File: config.mk
export PLATFORM = sky130hd
export DESIGN_NAME = qspi_bridge
export DESIGN_NICKNAME = d
export VERILOG_FILES = /design/src/qspi_bridge_pkg.sv /design/src/qspi_reg_if.sv /design/src/qspi_bridge.sv /design/src/qspi_resp_tx.sv /design/src/qspi_ctrl_regs.sv /design/src/qspi_cmd_decode.sv /design/src/qspi_msg_rx.sv
export VERILOG_INCLUDE_DIRS = /design/src /design/src/src
export SDC_FILE = /design/constraint.sdc
export NUM_CORES = 1
export LEC_CHECK = 0
export BUFFER_PORTS_ARGS = -buffer_cell sky130_fd_sc_hd__buf_2
export CAP_MARGIN = 10
export CORE_AREA = 2 2 131 260
export DETAILED_ROUTE_END_ITERATION = 10
export DIE_AREA = 0 0 133 262
export GPL_ROUTABILITY_DRIVEN = 0
export HOLD_SLACK_MARGIN = 0.12
export MAX_ROUTING_LAYER = met4
export PLACE_DENSITY = 0.54
export SLEW_MARGIN = 40
export SYNTH_ARGS = -nofsm -noshare
export SYNTH_HDL_FRONTEND = slang
export SYNTH_HIERARCHICAL = 1
export SYNTH_SLANG_ARGS = --single-unit
File: constraint.sdc
create_clock -name ice_st_spi_clk -period 10 [get_ports ice_st_spi_clk]
set_input_delay 0.5 -clock ice_st_spi_clk [delete_from_list [all_inputs] [get_ports ice_st_spi_clk]]
set_output_delay 0.5 -clock ice_st_spi_clk [all_outputs]
set_load 0.02 [all_outputs]
File: src/qspi_bridge_config.svh
`ifndef QSPI_BRIDGE_CONFIG_SVH
`define QSPI_BRIDGE_CONFIG_SVH

// ======================================================================
// Message framing
// ======================================================================
`define QSPI_MSG_LEN        64
// Two dummy nibbles lead every command
`define QSPI_MSG_CYCLES     18
`define QSPI_RESP_BYTES     8
`define QSPI_TYPE_LEN       8
`define QSPI_ARG_LEN        56
`define QSPI_TYPE_RESP_BIT  6

// Message types, top bit is always one after decode
`define QSPI_TYPE_ECHO          8'hC0
`define QSPI_TYPE_LED_SET       8'h81
`define QSPI_TYPE_SD_INIT       8'h82
`define QSPI_TYPE_SD_SEND_CMD   8'h83
`define QSPI_TYPE_SD_STATUS     8'hC4
`define QSPI_TYPE_NOP           8'h80

// Register map
`define QSPI_REG_ADDR_LED       2'd0
`define QSPI_REG_ADDR_SD_INIT   2'd1
`define QSPI_REG_ADDR_SD_CMD    2'd2
`define QSPI_REG_ADDR_SD_STATUS 2'd3

// ======================================================================
// Argument fields
// ======================================================================
`define QSPI_ARG_LED_BITS               3:0
`define QSPI_ARG_INIT_CLK_DELAY_BITS    3:0
`define QSPI_ARG_INIT_CLK_SPEED_BITS    5:4
`define QSPI_ARG_INIT_TRIGGER_BIT       6
`define QSPI_ARG_INIT_RESET_BIT         7
`define QSPI_ARG_CMD_DATA_BITS          47:0
`define QSPI_ARG_CMD_RESP_TYPE_BITS     49:48
`define QSPI_ARG_CMD_DAT_IN_TYPE_BITS   51:50

// Status word
`define QSPI_STAT_RESP_BITS             47:0
`define QSPI_STAT_CMD_DONE_BIT          48
`define QSPI_STAT_RESP_DONE_BIT         49
`define QSPI_STAT_RESP_CRC_ERR_BIT      50
`define QSPI_STAT_DAT_IN_DONE_BIT       51
`define QSPI_STAT_DAT_IN_CRC_ERR_BIT    52
`define QSPI_STAT_DAT0_IDLE_BIT         53
`define QSPI_STAT_ZERO_BITS             55:54

`endif
File: src/qspi_bridge_pkg.sv
`include "qspi_bridge_config.svh"

package qspi_bridge_pkg;

    typedef logic [`QSPI_MSG_LEN-1:0]  msg_t;
    typedef logic [`QSPI_TYPE_LEN-1:0] msg_type_t;
    // Argument width doubles as the register bus data width
    typedef logic [`QSPI_ARG_LEN-1:0]  msg_arg_t;
    typedef logic [`QSPI_MSG_LEN-1:0]  resp_t;
    typedef logic [1:0]                reg_addr_t;
    typedef logic [47:0]               sd_cmd_t;
    typedef logic [3:0]                led_t;

    typedef enum logic [2:0] {
        MSG_IN,
        DECODE,
        APB_ACCESS,
        RESP_OUT,
        DONE
    } xact_state_t;

endpackage

File: src/qspi_reg_if.sv
interface qspi_reg_if;

    logic                       psel;
    logic                       penable;
    logic                       pwrite;
    qspi_bridge_pkg::reg_addr_t paddr;
    qspi_bridge_pkg::msg_arg_t  pwdata;
    qspi_bridge_pkg::msg_arg_t  prdata;
    logic                       pready;

    // Command decoder side
    modport master (
        output psel,
        output penable,
        output pwrite,
        output paddr,
        output pwdata,
        input  prdata,
        input  pready
    );

    // Register block side
    modport slave (
        input  psel,
        input  penable,
        input  pwrite,
        input  paddr,
        input  pwdata,
        output prdata,
        output pready
    );

endinterface

File: src/qspi_bridge.sv
module qspi_bridge (
    input  logic                     ice_st_spi_clk,
    input  logic                     spi_cs,
    input  logic [3:0]               spi_d_in,
    output logic [7:0]               spi_d_out,
    output logic                     spi_d_oe,
    output qspi_bridge_pkg::led_t    ice_led,
    output logic [1:0]               sd_init_clk_speed,
    output logic [3:0]               sd_init_clk_delay,
    output logic                     sd_init_trigger,
    output logic                     sd_init_reset,
    output logic                     sd_cmd_trigger,
    output qspi_bridge_pkg::sd_cmd_t sd_cmd_data,
    output logic [1:0]               sd_cmd_resp_type,
    output logic [1:0]               sd_cmd_dat_in_type,
    input  logic                     sd_cmd_done,
    input  logic                     sd_resp_done,
    input  logic                     sd_dat_in_done,
    input  logic                     sd_resp_crc_err,
    input  logic                     sd_dat_in_crc_err,
    input  logic                     sd_dat0_idle,
    input  qspi_bridge_pkg::sd_cmd_t sd_resp_data
);

    qspi_bridge_pkg::msg_t  msg;
    logic                   msg_valid;
    qspi_bridge_pkg::resp_t resp;
    logic                   resp_load;

    qspi_reg_if reg_bus ();

    // ==================================================================
    // Command in, decode, response out
    // ==================================================================
    qspi_msg_rx u_msg_rx (
        .ice_st_spi_clk (ice_st_spi_clk),
        .spi_cs         (spi_cs),
        .spi_d_in       (spi_d_in),
        .msg            (msg),
        .msg_valid      (msg_valid)
    );

    qspi_cmd_decode u_cmd_decode (
        .ice_st_spi_clk (ice_st_spi_clk),
        .spi_cs         (spi_cs),
        .msg            (msg),
        .msg_valid      (msg_valid),
        .bus            (reg_bus.master),
        .resp           (resp),
        .resp_load      (resp_load)
    );

    qspi_resp_tx u_resp_tx (
        .ice_st_spi_clk (ice_st_spi_clk),
        .spi_cs         (spi_cs),
        .resp           (resp),
        .resp_load      (resp_load),
        .spi_d_out      (spi_d_out),
        .spi_d_oe       (spi_d_oe)
    );

    // Control registers and SD status
    qspi_ctrl_regs u_ctrl_regs (
        .ice_st_spi_clk     (ice_st_spi_clk),
        .spi_cs             (spi_cs),
        .bus                (reg_bus.slave),
        .ice_led            (ice_led),
        .sd_init_clk_speed  (sd_init_clk_speed),
        .sd_init_clk_delay  (sd_init_clk_delay),
        .sd_init_trigger    (sd_init_trigger),
        .sd_init_reset      (sd_init_reset),
        .sd_cmd_trigger     (sd_cmd_trigger),
        .sd_cmd_data        (sd_cmd_data),
        .sd_cmd_resp_type   (sd_cmd_resp_type),
        .sd_cmd_dat_in_type (sd_cmd_dat_in_type),
        .sd_cmd_done        (sd_cmd_done),
        .sd_resp_done       (sd_resp_done),
        .sd_dat_in_done     (sd_dat_in_done),
        .sd_resp_crc_err    (sd_resp_crc_err),
        .sd_dat_in_crc_err  (sd_dat_in_crc_err),
        .sd_dat0_idle       (sd_dat0_idle),
        .sd_resp_data       (sd_resp_data)
    );

endmodule

File: src/qspi_resp_tx.sv
`include "qspi_bridge_config.svh"

module qspi_resp_tx (
    input  logic                   ice_st_spi_clk,
    input  logic                   spi_cs,
    input  qspi_bridge_pkg::resp_t resp,
    input  logic                   resp_load,
    output logic [7:0]             spi_d_out,
    output logic                   spi_d_oe
);

    localparam int CNT_W = $clog2(`QSPI_RESP_BYTES + 1);

    logic [CNT_W-1:0]       bytes_left;
    qspi_bridge_pkg::resp_t shift_q;

    always_ff @(posedge ice_st_spi_clk or negedge spi_cs) begin
        if (!spi_cs) begin
            bytes_left <= '0;
        end else if (resp_load) begin
            bytes_left <= CNT_W'(`QSPI_RESP_BYTES);
        end else if (spi_d_oe) begin
            bytes_left <= bytes_left - 1'b1;
        end
    end

    // Most significant byte leaves first
    always_ff @(posedge ice_st_spi_clk) begin
        if (resp_load) begin
            shift_q <= resp;
        end else if (spi_d_oe) begin
            shift_q <= shift_q << 8;
        end
    end

    assign spi_d_out = shift_q[$bits(shift_q)-1 -: 8];
    assign spi_d_oe  = bytes_left != '0;

endmodule

File: src/qspi_ctrl_regs.sv
`include "qspi_bridge_config.svh"

module qspi_ctrl_regs (
    input  logic                    ice_st_spi_clk,
    input  logic                    spi_cs,
    qspi_reg_if.slave               bus,
    output qspi_bridge_pkg::led_t   ice_led = '0,
    output logic [1:0]              sd_init_clk_speed = '0,
    output logic [3:0]              sd_init_clk_delay = '0,
    output logic                    sd_init_trigger = 1'b0,
    output logic                    sd_init_reset = 1'b0,
    output logic                    sd_cmd_trigger = 1'b0,
    output qspi_bridge_pkg::sd_cmd_t sd_cmd_data = '0,
    output logic [1:0]              sd_cmd_resp_type = '0,
    output logic [1:0]              sd_cmd_dat_in_type = '0,
    input  logic                    sd_cmd_done,
    input  logic                    sd_resp_done,
    input  logic                    sd_dat_in_done,
    input  logic                    sd_resp_crc_err,
    input  logic                    sd_dat_in_crc_err,
    input  logic                    sd_dat0_idle,
    input  qspi_bridge_pkg::sd_cmd_t sd_resp_data
);

    // Bit order is {dat0 idle, data-in done, response done, command done}
    logic [3:0] sync_meta = '0;
    logic [3:0] sync_q = '0;
    // Order {data-in, response, command}
    logic [2:0] done_ack = '0;
    logic [2:0] done_flag;
    logic       wr_en;
    logic       rd_setup;
    qspi_bridge_pkg::msg_arg_t status;

    assign wr_en    = bus.psel && bus.penable && bus.pwrite;
    assign rd_setup = bus.psel && !bus.penable && !bus.pwrite;

    // No wait states
    assign bus.pready = 1'b1;

    // ==================================================================
    // SD side toggles into the SPI clock domain
    // ==================================================================
    always_ff @(posedge ice_st_spi_clk) begin
        sync_meta <= {sd_dat0_idle, sd_dat_in_done, sd_resp_done, sd_cmd_done};
        sync_q    <= sync_meta;
    end

    // Done while the toggle and our ack disagree
    assign done_flag = sync_q[2:0] ^ done_ack;

    always_comb begin
        status = '0;
        status[`QSPI_STAT_RESP_BITS]          = sd_resp_data;
        status[`QSPI_STAT_CMD_DONE_BIT]       = done_flag[0];
        status[`QSPI_STAT_RESP_DONE_BIT]      = done_flag[1];
        status[`QSPI_STAT_RESP_CRC_ERR_BIT]   = sd_resp_crc_err;
        status[`QSPI_STAT_DAT_IN_DONE_BIT]    = done_flag[2];
        status[`QSPI_STAT_DAT_IN_CRC_ERR_BIT] = sd_dat_in_crc_err;
        status[`QSPI_STAT_DAT0_IDLE_BIT]      = sync_q[3];
        status[`QSPI_STAT_ZERO_BITS]          = 2'b00;
    end

    // ==================================================================
    // Register writes
    // ==================================================================
    always_ff @(posedge ice_st_spi_clk) begin
        if (wr_en) begin
            case (bus.paddr)
                `QSPI_REG_ADDR_LED: ice_led <= bus.pwdata[`QSPI_ARG_LED_BITS];
                `QSPI_REG_ADDR_SD_INIT: begin
                    sd_init_clk_delay <= bus.pwdata[`QSPI_ARG_INIT_CLK_DELAY_BITS];
                    sd_init_clk_speed <= bus.pwdata[`QSPI_ARG_INIT_CLK_SPEED_BITS];
                    sd_init_trigger   <= sd_init_trigger ^ bus.pwdata[`QSPI_ARG_INIT_TRIGGER_BIT];
                    sd_init_reset     <= sd_init_reset ^ bus.pwdata[`QSPI_ARG_INIT_RESET_BIT];
                end
                `QSPI_REG_ADDR_SD_CMD: begin
                    sd_cmd_data        <= bus.pwdata[`QSPI_ARG_CMD_DATA_BITS];
                    sd_cmd_resp_type   <= bus.pwdata[`QSPI_ARG_CMD_RESP_TYPE_BITS];
                    sd_cmd_dat_in_type <= bus.pwdata[`QSPI_ARG_CMD_DAT_IN_TYPE_BITS];
                    sd_cmd_trigger     <= !sd_cmd_trigger;
                    // Clear the flags this command will raise again
                    done_ack <= done_ack ^ (done_flag & {
                        |bus.pwdata[`QSPI_ARG_CMD_DAT_IN_TYPE_BITS],
                        |bus.pwdata[`QSPI_ARG_CMD_RESP_TYPE_BITS],
                        1'b1
                    });
                end
                default: begin
                end
            endcase
        end
    end

    // Read data is captured in the setup phase
    always_ff @(posedge ice_st_spi_clk or negedge spi_cs) begin
        if (!spi_cs) begin
            bus.prdata <= '0;
        end else if (rd_setup) begin
            bus.prdata <= (bus.paddr == `QSPI_REG_ADDR_SD_STATUS) ? status : '0;
        end
    end

endmodule

File: src/qspi_cmd_decode.sv
`include "qspi_bridge_config.svh"

module qspi_cmd_decode (
    input  logic                   ice_st_spi_clk,
    input  logic                   spi_cs,
    input  qspi_bridge_pkg::msg_t  msg,
    input  logic                   msg_valid,
    qspi_reg_if.master             bus,
    output qspi_bridge_pkg::resp_t resp,
    output logic                   resp_load
);

    qspi_bridge_pkg::xact_state_t state;
    qspi_bridge_pkg::msg_type_t   msg_type;
    qspi_bridge_pkg::msg_arg_t    msg_arg;
    qspi_bridge_pkg::reg_addr_t   acc_addr;
    logic                         acc_en;
    logic                         acc_wr;
    logic                         want_resp;

    // The host cannot send a one in the top type bit
    assign msg_type = {1'b1, msg[`QSPI_MSG_LEN-2 -: `QSPI_TYPE_LEN-1]};
    assign msg_arg  = msg[`QSPI_ARG_LEN-1:0];

    // Unknown types behave as Nop, response flag or not
    assign want_resp = msg_type[`QSPI_TYPE_RESP_BIT] &&
                       (msg_type == `QSPI_TYPE_ECHO || msg_type == `QSPI_TYPE_SD_STATUS);

    // ==================================================================
    // Type to register access
    // ==================================================================
    always_comb begin
        acc_en   = 1'b1;
        acc_wr   = 1'b1;
        acc_addr = `QSPI_REG_ADDR_LED;
        case (msg_type)
            `QSPI_TYPE_LED_SET:     acc_addr = `QSPI_REG_ADDR_LED;
            `QSPI_TYPE_SD_INIT:     acc_addr = `QSPI_REG_ADDR_SD_INIT;
            `QSPI_TYPE_SD_SEND_CMD: acc_addr = `QSPI_REG_ADDR_SD_CMD;
            `QSPI_TYPE_SD_STATUS: begin
                acc_wr   = 1'b0;
                acc_addr = `QSPI_REG_ADDR_SD_STATUS;
            end
            // Echo and Nop never touch the registers
            `QSPI_TYPE_ECHO, `QSPI_TYPE_NOP: acc_en = 1'b0;
            default:                         acc_en = 1'b0;
        endcase
    end

    // Setup phase in DECODE, access phase in APB_ACCESS
    assign bus.psel    = acc_en && (state == qspi_bridge_pkg::DECODE ||
                                    state == qspi_bridge_pkg::APB_ACCESS);
    assign bus.penable = state == qspi_bridge_pkg::APB_ACCESS;
    assign bus.pwrite  = acc_wr;
    assign bus.paddr   = acc_addr;
    assign bus.pwdata  = msg_arg;

    assign resp_load = state == qspi_bridge_pkg::RESP_OUT;

    // ==================================================================
    // Transaction FSM
    // ==================================================================
    always_ff @(posedge ice_st_spi_clk or negedge spi_cs) begin
        if (!spi_cs) begin
            state <= qspi_bridge_pkg::MSG_IN;
        end else begin
            case (state)
                qspi_bridge_pkg::MSG_IN: begin
                    if (msg_valid) begin
                        state <= qspi_bridge_pkg::DECODE;
                    end
                end
                qspi_bridge_pkg::DECODE: begin
                    if (acc_en) begin
                        state <= qspi_bridge_pkg::APB_ACCESS;
                    end else if (want_resp) begin
                        state <= qspi_bridge_pkg::RESP_OUT;
                    end else begin
                        state <= qspi_bridge_pkg::DONE;
                    end
                end
                qspi_bridge_pkg::APB_ACCESS: begin
                    if (bus.pready) begin
                        state <= want_resp ? qspi_bridge_pkg::RESP_OUT : qspi_bridge_pkg::DONE;
                    end
                end
                // Stays in DONE until the host deselects
                default: state <= qspi_bridge_pkg::DONE;
            endcase
        end
    end

    // Echo returns its own argument, Status returns the read word
    always_ff @(posedge ice_st_spi_clk) begin
        if (state == qspi_bridge_pkg::DECODE) begin
            resp <= {msg_type, msg_arg};
        end else if (state == qspi_bridge_pkg::APB_ACCESS && !bus.pwrite) begin
            resp <= {msg_type, bus.prdata};
        end
    end

endmodule

File: src/qspi_msg_rx.sv
`include "qspi_bridge_config.svh"

module qspi_msg_rx (
    input  logic                  ice_st_spi_clk,
    input  logic                  spi_cs,
    input  logic [3:0]            spi_d_in,
    output qspi_bridge_pkg::msg_t msg,
    output logic                  msg_valid
);

    localparam int CNT_W = $clog2(`QSPI_MSG_CYCLES + 1);
    localparam logic [CNT_W-1:0] CNT_END = CNT_W'(`QSPI_MSG_CYCLES);

    logic [CNT_W-1:0] cycle_cnt;
    logic             shifting;

    // Counter saturates after the last nibble so msg holds until deselect
    assign shifting = cycle_cnt != CNT_END;

    always_ff @(posedge ice_st_spi_clk or negedge spi_cs) begin
        if (!spi_cs) begin
            cycle_cnt <= '0;
        end else if (shifting) begin
            cycle_cnt <= cycle_cnt + 1'b1;
        end
    end

    // Commands use the low four data lines only.
    // The two dummy nibbles drop off the top of the register.
    always_ff @(posedge ice_st_spi_clk) begin
        if (shifting) begin
            msg <= {msg[`QSPI_MSG_LEN-5:0], spi_d_in};
        end
    end

    // High during the last input cycle, msg is whole after that edge
    assign msg_valid = cycle_cnt == CNT_END - 1'b1;

endmodule

# Word-level counts from Yosys, hierarchy flattened
# Cells that the tools add are included.
[classes] n_addsub=2 mul=0 div_mod_pow=0 n_lt_le_gt_ge=0 eq_ne=14 shift=0 muxes=14 bitwise=5 n_reduce_logical=22
[ops] cell="$mux 63" n=3
[ops] cell="$mux 64" n=1
[ops] cell="$mux 54" n=1
[ops] cell="$eq 7x2->1 const B" n=2
[ops] cell="$eq 7x7->1 const B" n=2
[ops] cell="$mux 3" n=3
[ops] cell="$pmux 3 s3" n=1
[ops] cell="$mux 4" n=2
[ops] cell="$eq 7x1->1 const B" n=1
[ops] cell="$logic_and 1x1->1" n=7
[ops] cell="$eq 3x2->1 const B" n=2
[ops] cell="$pmux 2 s3" n=1
[ops] cell="$reduce_and 2->1" n=3
[ops] cell="$xor 3x3->3" n=2
[ops] cell="$add 5x1->5 const B" n=1
[ops] cell="$eq 5x5->1 const B" n=1
[ops] cell="$ne 5x5->1 const B" n=1
[ops] cell="$eq 2x2->1 const B" n=2
[ops] cell="$reduce_bool 2->1" n=2
[ops] cell="$reduce_bool 4->1" n=1
[ops] cell="$reduce_or 2->1" n=2
[ops] cell="$reduce_or 4->1" n=1
[ops] cell="$sub 4x1->4 const B" n=1
[ops] cell="$and 3x3->3" n=1
[ops] cell="other kinds (9)" n=13
[totals] reg_bits=334 latchBits=0 ramBits=0 romBits=0 in_bits=60 elab_cells=77 memories=0

# Logic depth before layout (Yosys ltp)
[logic_depth] ltp_word=7 ltp_mapped=12 mapped_depth_nobuf=6

# Hierarchy
# Netlist, hierarchy kept.
[modules_own_cells] mod="qspi_ctrl_regs" instances=1 cells_each=328 area_per_inst_um2=4469.3 seq_area_each_um2=3553.4
[modules_own_cells] mod="qspi_cmd_decode" instances=1 cells_each=223 area_per_inst_um2=3339.5 seq_area_each_um2=1966.9
[modules_own_cells] mod="qspi_resp_tx" instances=1 cells_each=166 area_per_inst_um2=2985.4 seq_area_each_um2=2021.9
[modules_own_cells] mod="qspi_msg_rx" instances=1 cells_each=86 area_per_inst_um2=2205.9 seq_area_each_um2=2047.0

# Least setup slack after synthesis
# OpenSTA, ideal clock, no wires.
[synth_path] kind="reg2reg" startpoint="register u_cmd_decode.state[1]" endpoint="register with a tool-made name" t_arrival_ns=6.150 required_ns=9.696 path_slack_ns=3.546 stages_incl_launch_ff=10 path_buffers=4 path_cell_list="dfrtp_1 buf_6 or3b_1 buf_2 buf_6 buf_6 a221oi_2 nand3_1 nor3b_1 o21a_1"
[synth_rtl] item="from (decl)" line="qspi_cmd_decode.sv:13" source="qspi_bridge_pkg::xact_state_t state;"
[synth_rtl] item="from (signal assigned)" line="qspi_cmd_decode.sv:65" source="state <= qspi_bridge_pkg::MSG_IN;"
[synth_rtl] item="from (signal assigned)" line="qspi_cmd_decode.sv:70" source="state <= qspi_bridge_pkg::DECODE;"
[synth_rtl] item="from (signal assigned)" line="qspi_cmd_decode.sv:75" source="state <= qspi_bridge_pkg::APB_ACCESS;"

# Final worst setup path
[layout_path] startpoint="register u_cmd_decode.state[1]" endpoint="register u_ctrl_regs.bus.prdata[31]"
[layout_between] elab_chain_cells=5 elab_cells_between_ends=7 classes_between="eq/ne (2); reduce/logical (5)"
[layout_rtl] item="$eq 3x1->1 or $eq 3x2->1 (tied branches)" line="qspi_cmd_decode.sv:51, qspi_cmd_decode.sv:52"
[layout_rtl] item="$logic_or 1x1->1 *" line="qspi_cmd_decode.sv:51" source="assign bus.psel = acc_en && (state == qspi_bridge_pkg::DECODE ||"
[layout_rtl] item="$logic_and 1x1->1 *" line="qspi_cmd_decode.sv:51"
[layout_rtl] item="via reg_bus.psel" line="qspi_reg_if.sv:3" source="logic psel;"
[layout_rtl] item="$logic_and 1x1->1 * (2 in series)" line="qspi_ctrl_regs.sv:36" source="assign rd_setup = bus.psel && !bus.penable && !bus.pwrite;"
[layout_rtl] item="to (signal assigned)" line="qspi_ctrl_regs.sv:100" source="bus.prdata <= (bus.paddr == `QSPI_REG_ADDR_SD_STATUS) ? status : '0;"
[layout_rtl] item="to (decl)" line="qspi_reg_if.sv:29" source="output prdata,"
# The timed path passes the listed nets; every way through them passes the cells marked *.
# A chain may end at the register's enable or synchronous reset.

==> metrics.yaml <==
clockRootBuffer: "clkbuf_16"
max_cap_violations: 0
grt_pass1_vias: 6550
first_pass_iters: 4
die-width_um: 133
critical_path_class: "reg2reg"
period_needed_ps: 2950
drive_gt1_share_pct: 34.0
vias_per_cell: 4.64
io_buffers: 133
slew-limit-headroom_pct: 48.1
cts-buffers-inserted: 29
grt_start_max_net_pins: 70
antenna_found_initial: 0
fin_setup_tns_ps: 0
die_h_um: 262
cts.repair.resized: 0
grt.overflow.total: 0
final-hold-violation-count: 0
drtIter0Drc: 299
vias: 6215
final_nets: 947
cpPeakStageDelay_ps: 640
start_kind: "flop"
start_util_pct: 39.4
tightest_slew_ps: 779
io-pin-count: 134
cts_tree: "built"
crit_arrival_ps: 3350
cts_sinks: 332
drcViolationCount: 0
grt_setup_unrepaired: "false"
finalMaxSlewViolations: 0
grt_pass1_wl_um: 38900
fmax_mhz: 339
dpl.hpwl_um: 17100
die-area_sq_um: 34800
rows: 94
htreeDepth: 1
crit_chain: "or3b_4 -> a221oi_2 -> or3b_4 -> buf_4 -> nand2_1 -> o21ai_0"
clockBufferDepth: 3
crit_path_top_delay_cell: "or3b_4"
setup_violations: 0
peakVddDrop_mv: 0.129
syn_area_per_cell_sq_um: 16.2
synthCells: 798
track_usage_pct: 15.3
antennaDiodeCount: 0
finClkSkew_ps: 28.8
path_max_fanout: 64
worstPathRequired_ps: 10400
wire_per_inst_um: 19.4
clkLatencyLatePin_ps: 560
final_cells: 1338
path_clk_slew_ps: 70
totalWireLength_um: 25900
ant_nets: 0
power.density_nw_per_um2: 177
p_leak_nw: 4.98
synth_area_sq_um: 12900
finalCritPeriodShare_pct: 29.5
placed_cells: 1275
cp_common_cell: "or3b_4"
core_sq_um: 32800
yosys_warnings: 6
status: "finished, final reports clean"
endpoint_kind: "flop"
area_growth_pct: 12.3
hold_class: "in2reg"
layout make-up:
class,instances,area [sq um]
inverter,7,26.3
timing repair buffer,152,838
sequential,332,9560
clock buffer,42,815
multi-input combinational,361,2660
tap,432,541
fill,2945,18300
clock inverter,12,88.8
stage by stage:
step / cell area [sq um] / utilization (%) / worst slack, ps / total power [W] / hold WS, ps
3_5_place_dp: 13500 / 41.3 / 7040 / 0.00152 / 314
2_1_floorplan: 12900 / - / 3550 / 0.00150 / 204
4_1_cts: 14500 / 44.3 / 6990 / 0.00261 / 134
6_report: 14500 / 44.3 / 7050 / 0.00257 / 170
3_3_place_gp: 13500 / 41.2 / 7100 / 0.00152 / 313
5_1_grt: 14500 / 44.3 / 6760 / 0.00266 / 151
where the power goes:
part           leakage (nW)  internal (W)  switching (W)
clock network         0.438      0.000591       0.000487
registers              2.96       0.00147    0.000000967
logic                  1.58     0.0000118      0.0000117
cells in the final DEF, fill, tap and decap left out, types with 3 or more instances in the layout:
master / count
edfxtp_1: 258
buf_2: 133
nand2_1: 111
mux2_2: 99
dfrtp_1: 66
o21ai_0: 35
clkbuf_16: 29
o21ai_1: 17
clkbuf_1: 9
dlygate4sd3_1: 9
buf_4: 8
dfxtp_1: 8
and2_1: 8
mux2_4: 7
a21oi_1: 7
mux2_1: 7
inv_1: 6
xnor2_1: 6
clkinv_1: 4
clkinv_2: 4
clkbuf_8: 4
nor3b_1: 4
nand3_1: 4
nor2_1: 4
conb_1: 4
ha_1: 4
nor3_1: 3
o31ai_1: 3
nand2b_1: 3
critical path: cells and delay by family (launching register included):
kind / cells / cell delay (ps)
buf+inv: 1 / 400
flops: 1 / 460
compound gates: 2 / 480
simple gates: 3 / 1410
flip-flops by register name, summed over array words and instances (netlist names), 2 cells and up, named ones only:
| name | flops |
|---|---|
| u_cmd_decode/resp | 63 |
| u_cmd_decode/state | 3 |
| u_ctrl_regs/bus.prdata | 54 |
| u_ctrl_regs/ice_led | 4 |
| u_ctrl_regs/sd_cmd_dat_in_type | 2 |
| u_ctrl_regs/sd_cmd_data | 48 |
| u_ctrl_regs/sd_cmd_resp_type | 2 |
| u_ctrl_regs/sd_init_clk_delay | 4 |
| u_ctrl_regs/sd_init_clk_speed | 2 |
| u_ctrl_regs/sync_meta | 4 |
| u_ctrl_regs/sync_q | 4 |
| u_msg_rx/cycle_cnt | 5 |
| u_msg_rx/msg | 63 |
| u_resp_tx/bytes_left | 4 |
| u_resp_tx/shift_q | 64 |
what timing repair did:
item,4_1_cts,5_1_grt
setup buffers,0,0
hold buffers,9,0
endpoints found under the hold margin,74,0
layer usage:
| layer | global-route usage (%) | vias up | part of all wire (%) |
|---|---|---|---|
| met1 | 15.9 | 3074 | 36 |
| met5 | - | - | 0 |
| met3 | 1.72 | 36 | 2.8 |
| met2 | 29.5 | 117 | 58 |
| met4 | 5.59 | 0 | 2.5 |
| li1 | - | 2988 | - |
path summary, 6_finish.rpt:
check | startpoint | to | slack (ps) | cells past startpoint
setup / recovery | u_cmd_decode/state[1] | u_ctrl_regs/bus.prdata[31] | 7050 | 6
hold / removal | sd_resp_data[46] | u_ctrl_regs/bus.prdata[46] | 170 | 3
setup reg to reg | u_cmd_decode/state[1] | u_ctrl_regs/bus.prdata[31] | 7050 | 6
hold reg to reg | u_ctrl_regs/sync_meta[1] | u_ctrl_regs/sync_q[1] | 320 | 0
max in group asynchronous | spi_cs | u_ctrl_regs/bus.prdata[34] | 8870 | 3
min in group asynchronous | spi_cs | u_ctrl_regs/bus.prdata[1] | 610 | 3
Note: power is estimated with default switching activity, not from simulation.
